==> src/zx_pkg.sv <==
// Shared widths, fixed bank numbers and enums for the Spectrum memory pager
// RAM address space is 24 bits, organised as 16 KB banks
// ROM pages sit above RAM under a fixed 3-bit region prefix
// mem_mode_e encodings follow the board's memory-mode selector

package zx_pkg;

	// ====================
	// Bus widths
	// ====================
	localparam int ADDR_W     = 16; // Z80 address bus
	localparam int DATA_W     = 8;  // Z80 data bus
	localparam int RAM_ADDR_W = 24;
	localparam int OFFSET_W   = 14; // Offset inside a 16 KB page
	localparam int BANK_W     = 7;  // Bank field above the offset

	// ====================
	// Fixed pages
	// ====================
	localparam logic [2:0]        ROM_REGION  = 3'b101; // ROM pages above RAM
	localparam logic [BANK_W-1:0] BANK_SCREEN = 7'd5;   // Always at 4000 in normal mode
	localparam logic [BANK_W-1:0] BANK_MID    = 7'd2;   // Always at 8000 in normal mode

	// Machine memory mode, sampled at reset
	typedef enum logic [2:0] {
		MEM_128K  = 3'd0,
		MEM_P1024 = 3'd1,
		MEM_PROFI = 3'd2,
		MEM_48K   = 3'd3,
		MEM_PLUS3 = 3'd4
	} mem_mode_e;

	// Decoded I/O port of a write cycle
	typedef enum logic [2:0] {
		PORT_NONE,
		PORT_7FFD, // 128K paging
		PORT_1FFD, // +3 paging
		PORT_EFF7, // Pentagon 1024 config
		PORT_DFFD, // Profi extension
		PORT_ULA   // Border, EAR, MIC
	} port_e;

endpackage

==> src/zx_mem_map.sv <==
// CPU address to RAM address map, purely combinational
// Bank field sits at bits 20..14, bits 23..21 are always zero
// ROM quarter maps to ROM_REGION plus the 4-bit ROM page
// +3 special mode replaces all four quarters with RAM

`timescale 1ns/1ps

module zx_mem_map
	import zx_pkg::*;
(
	input  logic [ADDR_W-1:0]     addr_i,
	input  logic                  mem_wr_i,
	input  mem_mode_e             mem_mode_i,
	input  logic [DATA_W-1:0]     reg_7ffd_i,
	input  logic [DATA_W-1:0]     reg_1ffd_i,
	input  logic [2:0]            page_ext_i,
	output logic [RAM_ADDR_W-1:0] ram_addr_o,
	output logic                  ram_we_o,
	output logic [3:0]            rom_page_o
);

	logic              plus3;
	logic              zx48;
	logic              special;
	logic [1:0]        quarter; // Which 16 KB slot of the CPU space
	logic [1:0]        spec_set;
	logic              spec_hi;
	logic [2:0]        spec_bank;
	logic [BANK_W-1:0] bank;

	assign plus3    = (mem_mode_i == MEM_PLUS3);
	assign zx48     = (mem_mode_i == MEM_48K);
	assign special  = plus3 & reg_1ffd_i[0];
	assign quarter  = addr_i[ADDR_W-1 -: 2];
	assign spec_set = reg_1ffd_i[2:1];
	assign spec_hi  = |spec_set; // Sets 1..3 start at bank 4

	// ====================
	// ROM page select
	// ====================
	always_comb begin
		if (plus3) begin
			rom_page_o = {2'b10, reg_1ffd_i[2], reg_7ffd_i[4]}; // Pages 8..11
		end else begin
			rom_page_o = {zx48, 2'b11, zx48 | reg_7ffd_i[4]};
		end
	end

	// Special mode sets: 0123, 4567, 4563, 4763
	always_comb begin
		case (quarter)
			2'd0:    spec_bank = spec_hi ? 3'd4 : 3'd0;
			2'd1:    spec_bank = (spec_set == 2'd3) ? 3'd7 : (spec_hi ? 3'd5 : 3'd1);
			2'd2:    spec_bank = spec_hi ? 3'd6 : 3'd2;
			default: spec_bank = (spec_set == 2'd1) ? 3'd7 : 3'd3;
		endcase
	end

	always_comb begin
		if (special) begin
			bank = {{(BANK_W-3){1'b0}}, spec_bank};
		end else begin
			case (quarter)
				2'd0:    bank = {ROM_REGION, rom_page_o};
				2'd1:    bank = BANK_SCREEN;
				2'd2:    bank = BANK_MID;
				default: bank = {1'b0, page_ext_i, reg_7ffd_i[2:0]}; // Switchable top slot
			endcase
		end
	end

	assign ram_addr_o = {{(RAM_ADDR_W-BANK_W-OFFSET_W){1'b0}}, bank, addr_i[OFFSET_W-1:0]};

	// ROM stays read-only unless special mode put RAM there
	assign ram_we_o = mem_wr_i & (special | addr_i[15] | addr_i[14]);

endmodule

==> src/zx_pager_top.sv <==
// Memory pager for a ZX Spectrum host board
// Port writes reach the outputs two clock edges after the strobe is seen high
// RAM address, write enable and ROM page follow the CPU bus with no latency
// Memory mode changes only through reset

`timescale 1ns/1ps

module zx_pager_top
	import zx_pkg::*;
(
	input  logic                  clk_sys,
	input  logic                  reset,
	input  logic                  io_wr_i,
	input  logic [ADDR_W-1:0]     addr_i,
	input  logic [DATA_W-1:0]     data_i,
	input  logic                  mem_wr_i,
	input  mem_mode_e             mode_cfg_i,
	output logic [RAM_ADDR_W-1:0] ram_addr_o,
	output logic                  ram_we_o,
	output logic [3:0]            rom_page_o,
	output logic [2:0]            border_o,
	output logic                  ear_o,
	output logic                  mic_o,
	output logic                  scr_page_o,
	output logic                  motor_o
);

	logic              port_wr;
	port_e             port_sel;
	logic [DATA_W-1:0] port_data;
	mem_mode_e         mem_mode;
	logic [DATA_W-1:0] reg_7ffd;
	logic [DATA_W-1:0] reg_1ffd;
	logic [2:0]        page_ext;

	// ====================
	// Port write path
	// ====================
	zx_port_decode u_decode (
		.clk_sys     (clk_sys),
		.reset       (reset),
		.io_wr_i     (io_wr_i),
		.addr_i      (addr_i),
		.data_i      (data_i),
		.mem_mode_i  (mem_mode),
		.port_wr_o   (port_wr),
		.port_sel_o  (port_sel),
		.port_data_o (port_data),
		.port_addr_o () // Registers need only the decoded port
	);

	zx_paging_regs u_regs (
		.clk_sys     (clk_sys),
		.reset       (reset),
		.mode_cfg_i  (mode_cfg_i),
		.port_wr_i   (port_wr),
		.port_sel_i  (port_sel),
		.port_data_i (port_data),
		.mem_mode_o  (mem_mode),
		.reg_7ffd_o  (reg_7ffd),
		.reg_1ffd_o  (reg_1ffd),
		.page_ext_o  (page_ext),
		.border_o    (border_o),
		.ear_o       (ear_o),
		.mic_o       (mic_o),
		.scr_page_o  (scr_page_o),
		.motor_o     (motor_o)
	);

	// Memory side
	zx_mem_map u_map (
		.addr_i      (addr_i),
		.mem_wr_i    (mem_wr_i),
		.mem_mode_i  (mem_mode),
		.reg_7ffd_i  (reg_7ffd),
		.reg_1ffd_i  (reg_1ffd),
		.page_ext_i  (page_ext),
		.ram_addr_o  (ram_addr_o),
		.ram_we_o    (ram_we_o),
		.rom_page_o  (rom_page_o)
	);

endmodule

==> src/zx_paging_regs.sv <==
// Paging registers 7FFD, 1FFD, EFF7 and DFFD plus the ULA port latch
// Memory mode is taken from mode_cfg_i only while reset is high
// Lock set by 7FFD bit 5 blocks 7FFD and 1FFD, never EFF7, DFFD or ULA
// In 48K mode the lock is always on

`timescale 1ns/1ps

module zx_paging_regs
	import zx_pkg::*;
(
	input  logic              clk_sys,
	input  logic              reset,
	input  mem_mode_e         mode_cfg_i,
	input  logic              port_wr_i,
	input  port_e             port_sel_i,
	input  logic [DATA_W-1:0] port_data_i,
	output mem_mode_e         mem_mode_o,
	output logic [DATA_W-1:0] reg_7ffd_o,
	output logic [DATA_W-1:0] reg_1ffd_o,
	output logic [2:0]        page_ext_o,
	output logic [2:0]        border_o,
	output logic              ear_o,
	output logic              mic_o,
	output logic              scr_page_o,
	output logic              motor_o
);

	logic zx48;
	logic p1024;
	logic eff7_lock_en; // EFF7 bit 2, also freezes the 1024K extension
	logic page_lock;

	assign zx48  = (mem_mode_o == MEM_48K);
	assign p1024 = (mem_mode_o == MEM_P1024);

	// Pentagon 1024 ignores the 7FFD lock bit until EFF7 bit 2 enables it
	assign page_lock = zx48
		| (~p1024 & reg_7ffd_o[5])
		| (p1024 & eff7_lock_en & reg_7ffd_o[5]);

	// ====================
	// Memory mode latch
	// ====================
	always_ff @(posedge clk_sys) begin
		if (reset) begin
			mem_mode_o <= mode_cfg_i;
		end
	end

	// ====================
	// Paging registers
	// ====================
	always_ff @(posedge clk_sys) begin
		if (reset) begin
			reg_7ffd_o   <= '0;
			reg_1ffd_o   <= '0;
			page_ext_o   <= '0;
			eff7_lock_en <= 1'b0;
		end else if (port_wr_i) begin
			case (port_sel_i)
				PORT_7FFD: begin
					if (!page_lock) begin
						reg_7ffd_o <= port_data_i;
						// Extra bank bits come from the top of the byte
						if (p1024 && !eff7_lock_en) begin
							page_ext_o <= {port_data_i[5], port_data_i[7], port_data_i[6]};
						end
					end
				end
				PORT_1FFD: begin
					if (!page_lock) begin
						reg_1ffd_o <= port_data_i;
					end
				end
				PORT_EFF7: eff7_lock_en <= port_data_i[2];
				PORT_DFFD: page_ext_o <= port_data_i[2:0]; // Profi sets it directly
				default: ;
			endcase
		end
	end

	// ====================
	// ULA port
	// ====================
	always_ff @(posedge clk_sys) begin
		if (reset) begin
			border_o <= '0;
			ear_o    <= 1'b0;
			mic_o    <= 1'b0;
		end else if (port_wr_i && port_sel_i == PORT_ULA) begin
			border_o <= port_data_i[2:0];
			ear_o    <= port_data_i[4];
			mic_o    <= port_data_i[3];
		end
	end

	assign scr_page_o = reg_7ffd_o[3]; // Shadow screen in bank 7
	assign motor_o    = reg_1ffd_o[3]; // +3 disk motor

endmodule

==> src/zx_port_decode.sv <==
// I/O write decoder for the paging and ULA ports
// io_wr_i must already be qualified with IORQ, WR and not M1
// One write per strobe, taken on the first cycle the strobe is seen high
// Result is registered, so the pulse comes one edge after the strobe edge

`timescale 1ns/1ps

module zx_port_decode
	import zx_pkg::*;
(
	input  logic              clk_sys,
	input  logic              reset,
	input  logic              io_wr_i,
	input  logic [ADDR_W-1:0] addr_i,
	input  logic [DATA_W-1:0] data_i,
	input  mem_mode_e         mem_mode_i,
	output logic              port_wr_o,
	output port_e             port_sel_o,
	output logic [DATA_W-1:0] port_data_o,
	output logic [ADDR_W-1:0] port_addr_o
);

	logic  io_wr_q;
	logic  io_wr_rise;
	port_e port_sel;

	assign io_wr_rise = io_wr_i & ~io_wr_q;

	// Partial decode as on the real machines
	always_comb begin
		port_sel = PORT_NONE;
		if (!addr_i[0]) begin
			port_sel = PORT_ULA; // Any even port
		end else if (mem_mode_i == MEM_PROFI && addr_i == 16'hDFFD) begin
			port_sel = PORT_DFFD; // Full decode on Profi
		end else if (mem_mode_i == MEM_P1024 && (&addr_i[15:13]) && !addr_i[12] && !addr_i[3]) begin
			port_sel = PORT_EFF7;
		end else if (mem_mode_i == MEM_PLUS3 && addr_i[15:12] == 4'b0001 && !addr_i[1]) begin
			port_sel = PORT_1FFD;
		end else if (!addr_i[15] && !addr_i[1] && (addr_i[14] || mem_mode_i != MEM_PLUS3)) begin
			port_sel = PORT_7FFD; // +3 also needs A14 high
		end
	end

	always_ff @(posedge clk_sys) begin
		if (reset) begin
			io_wr_q    <= 1'b0;
			port_wr_o  <= 1'b0;
			port_sel_o <= PORT_NONE;
		end else begin
			io_wr_q    <= io_wr_i;
			port_wr_o  <= io_wr_rise & (port_sel != PORT_NONE);
			port_sel_o <= port_sel;
		end
	end

	// Payload copy for the register stage
	always_ff @(posedge clk_sys) begin
		if (io_wr_rise) begin
			port_data_o <= data_i;
			port_addr_o <= addr_i;
		end
	end

endmodule
==> config.mk <==
export PLATFORM = sky130hd
export DESIGN_NAME = zx_pager_top
export DESIGN_NICKNAME = d
export VERILOG_FILES = /design/src/zx_pkg.sv /design/src/zx_mem_map.sv /design/src/zx_pager_top.sv /design/src/zx_paging_regs.sv /design/src/zx_port_decode.sv
export SDC_FILE = /design/constraint.sdc
export NUM_CORES = 1
export LEC_CHECK = 0
export BUFFER_PORTS_ARGS = -buffer_cell sky130_fd_sc_hd__buf_2
export CORE_MARGIN = 3
export CORE_UTILIZATION = 40
export CTS_CLUSTER_SIZE = 24
export DETAILED_ROUTE_END_ITERATION = 7
export PLACE_DENSITY_LB_ADDON = 0.2
export SYNTH_ARGS = -nofsm -noshare
export SYNTH_HDL_FRONTEND = slang
export SYNTH_SLANG_ARGS = --single-unit
==> constraint.sdc <==
create_clock -name clk_sys -period 2.1 [get_ports clk_sys]
set_input_delay 0.21 -clock clk_sys [delete_from_list [all_inputs] [get_ports clk_sys]]
set_output_delay 0.21 -clock clk_sys [all_outputs]
set_load 0.01 [all_outputs]
==> reports/results.ini <==
[synthesis]
synth_edf_count = 11
yosysSeqAreaShare = 0.4789
yosys.area.top_type = dfxtp_1
yosysUniqueCellTypes = 38
synth_cells = 165
synth_top_cell_area_share = 0.2838
syn_area_um2 = 1693
async_reset_ff_frac = 0
ys.flop_type = dfxtp_1
ys_ff_latch = 35
synth_most_common_cell = dfxtp_1
yosys_warnings = 0
synth_area_per_cell_um2 = 10.26
synthTopCellsByArea = dfxtp_1, edfxtp_1, mux2i_1
synthTopCellsByCount = dfxtp_1, nor2_1, mux2i_1

[timing]
skew_ns = 0.006870
fin_tns_setup_ns = 0
worst_pin_slew_ns = 0.5736
rsz0062_at_grt = no
fin_crit_ns = 1.964
hold_violations = 0
slew_headroom = 0.6134
setup_viol = 0
max_freq_mhz = 509.1
maxSlewViolCount = 0
fin_crit_sh = 0.9353

[clock_network]
cts_tree = yes
cts_max_level = 2
cts_buffers = 5
root_buffer = clkbuf_8
postCtsHoldBufs = 0
clock_path_buffers = 2
path_clk_slew_ns = 0.07
clk-insertion-delay-late_ns = 0.29
numClockSinks = 35

[floorplan]
die_w_um = 71.06
die_y_um = 71.06
rows = 23
initial_core_util = 0.4202
io_pins = 67
coreArea_um2 = 4029
fp.dieArea_um2 = 5049

[min_path]
min_path_type = input pin to flip-flop
holdPathStages = 1

[cells_and_area]
layout.nets = 255
fill_cells = 390
layout-drive-gt1-share = 0.3644
syn_to_final_growth_pct = 23.13
final_util = 0.5174
n_antenna_cell = 0

[pwr]
power_density_nw_per_um2 = 657.6
p_total_w = 0.001371
leakage_nw = 0.9411
ir_drop_mv = 0.5364

[drt]
drtPass1Iterations = 4
drc = 0
drt_wl_total_mm = 3.809
avgRoutedWirePerCell_um = 13.85
vias_per_cell = 5.000
dr.first_iter.drc_count = 95
vias = 1375
postRouteAntennaNets = 0

[worst_setup_path]
r2r_cells = 5
end_kind = primary output
critPathKind = flip-flop to primary output
cp-start-kind = flip-flop
cp.arrival_ns = 1.75
critPathRequiredTime_ns = 1.89
critPathMaxFanout = 6

[global_routing]
grt_pass1_vias = 1277
grt_max_degree = 27
antenna_found_initial = 0
grt_usage = 0.1553
grt_first_pass_wirelength_mm = 6.120
grt_overflow = 0

[place]
place.gp.congestion = 0.7068
io_buffers = 63
place_hpwl_mm = 2.867

[flow_run]
cap_violations = 0

[status]
outcome = finished clean

## layout make-up
class / count / area (µm²) / area share
well taps: 50 / 62.56 / 0.03001
multi-input cells: 108 / 740.7 / 0.3553
clock buffers: 8 / 80.08 / 0.03842
inverters: 2 / 7.507 / 0.003601
repair buffers: 72 / 382.9 / 0.1837
flip-flops and latches: 35 / 810.8 / 0.3890
## metrics by stage
stage	hold slack, ns	instance area (µm²)	std cells	setup WS (ns)
after detailed placement	0.3881	1969	263	0.2683
after global placement	0.3861	1969	263	0.3084
after CTS	0.08692	2049	271	0.05082
after global routing	0.08139	2085	275	0.01325
after floorplan	0.2816	1700	167	0.3033
final	0.09534	2085	275	0.1358
## report_power, final
part | switching, W | total, W | internal [W]
registers | 0.0000192 | 0.000740 | 0.000721
logic | 0.0000948 | 0.000178 | 0.0000835
clock network | 0.000217 | 0.000452 | 0.000235
## worst paths after layout
| kind | slack, ns | endpoint | from |
|---|---|---|---|
| min reg2reg | 0.49 | u_regs.reg_7ffd_o[3] | u_regs.reg_7ffd_o[3] |
| max | 0.14 | ram_addr_o[16] | u_regs.mem_mode_o[1] |
| min | 0.1 | u_decode.port_data_o[7] | data_i[7] |
| max reg2reg | 0.25 | u_regs.page_ext_o[2] | u_regs.mem_mode_o[0] |
## repair_timing
item	4_1_cts	5_1_grt
gates resized for setup	0	1
buffers inserted	0	4
setup endpoints to repair	0	3
## placed cells by master (no fill, tap or decap), types with 2 or more instances in the layout
master    synthesis  routed
clkbuf_8          0       5
and3_1            2       2
mux2i_1          19      19
edfxtp_1         11      11
inv_1             2       2
nor2b_1           6       6
buf_2             0      63
a31oi_1           2       2
a311oi_1          4       4
o21ai_0           3       3
nor2_1           23      23
conb_1            1       3
nand3b_1          2       2
buf_4            17       9
dfxtp_1          24      24
nand2_1           6       6
a21oi_1           8       8
nand4_1           3       3
clkbuf_1          5       3
nand3_1           2       2
nand2b_1          5       5
## sequential cells by signal (all words and copies together) (netlist names)
signal,flops
u_regs.ear_o,1
u_regs.mic_o,1
u_decode.port_wr_o,1
u_regs.page_ext_o,3
u_decode.port_data_o,8
u_regs.border_o,3
u_regs.reg_1ffd_o,4
u_regs.mem_mode_o,3
u_regs.reg_7ffd_o,6
u_decode.port_sel_o,3
u_regs.eff7_lock_en,1
u_decode.io_wr_q,1
## critical path, stage by stage (launching register included)
cell       delay [ns]
edfxtp_1         0.45
nor3b_2          0.20
buf_4            0.15
nand2_1          0.11
o2bb2ai_1        0.14
a221o_1          0.29
buf_2            0.14
## cell families after synthesis
kind of cell	synth area share
and+or+nand+nor	0.1966
muxes	0.1123
buffers and inverters	0.09091
other	0.002215
DFF	0.4789
AOI/OAI and AO/OA	0.1190
## per-layer routing
layer  track usage  part of all wire
met1        0.2050              0.45
met2        0.2379              0.45
met3       0.05114             0.090
met4       0.05637            0.0095
met5             0                 0
Note: power is estimated with default switching activity, not from simulation.
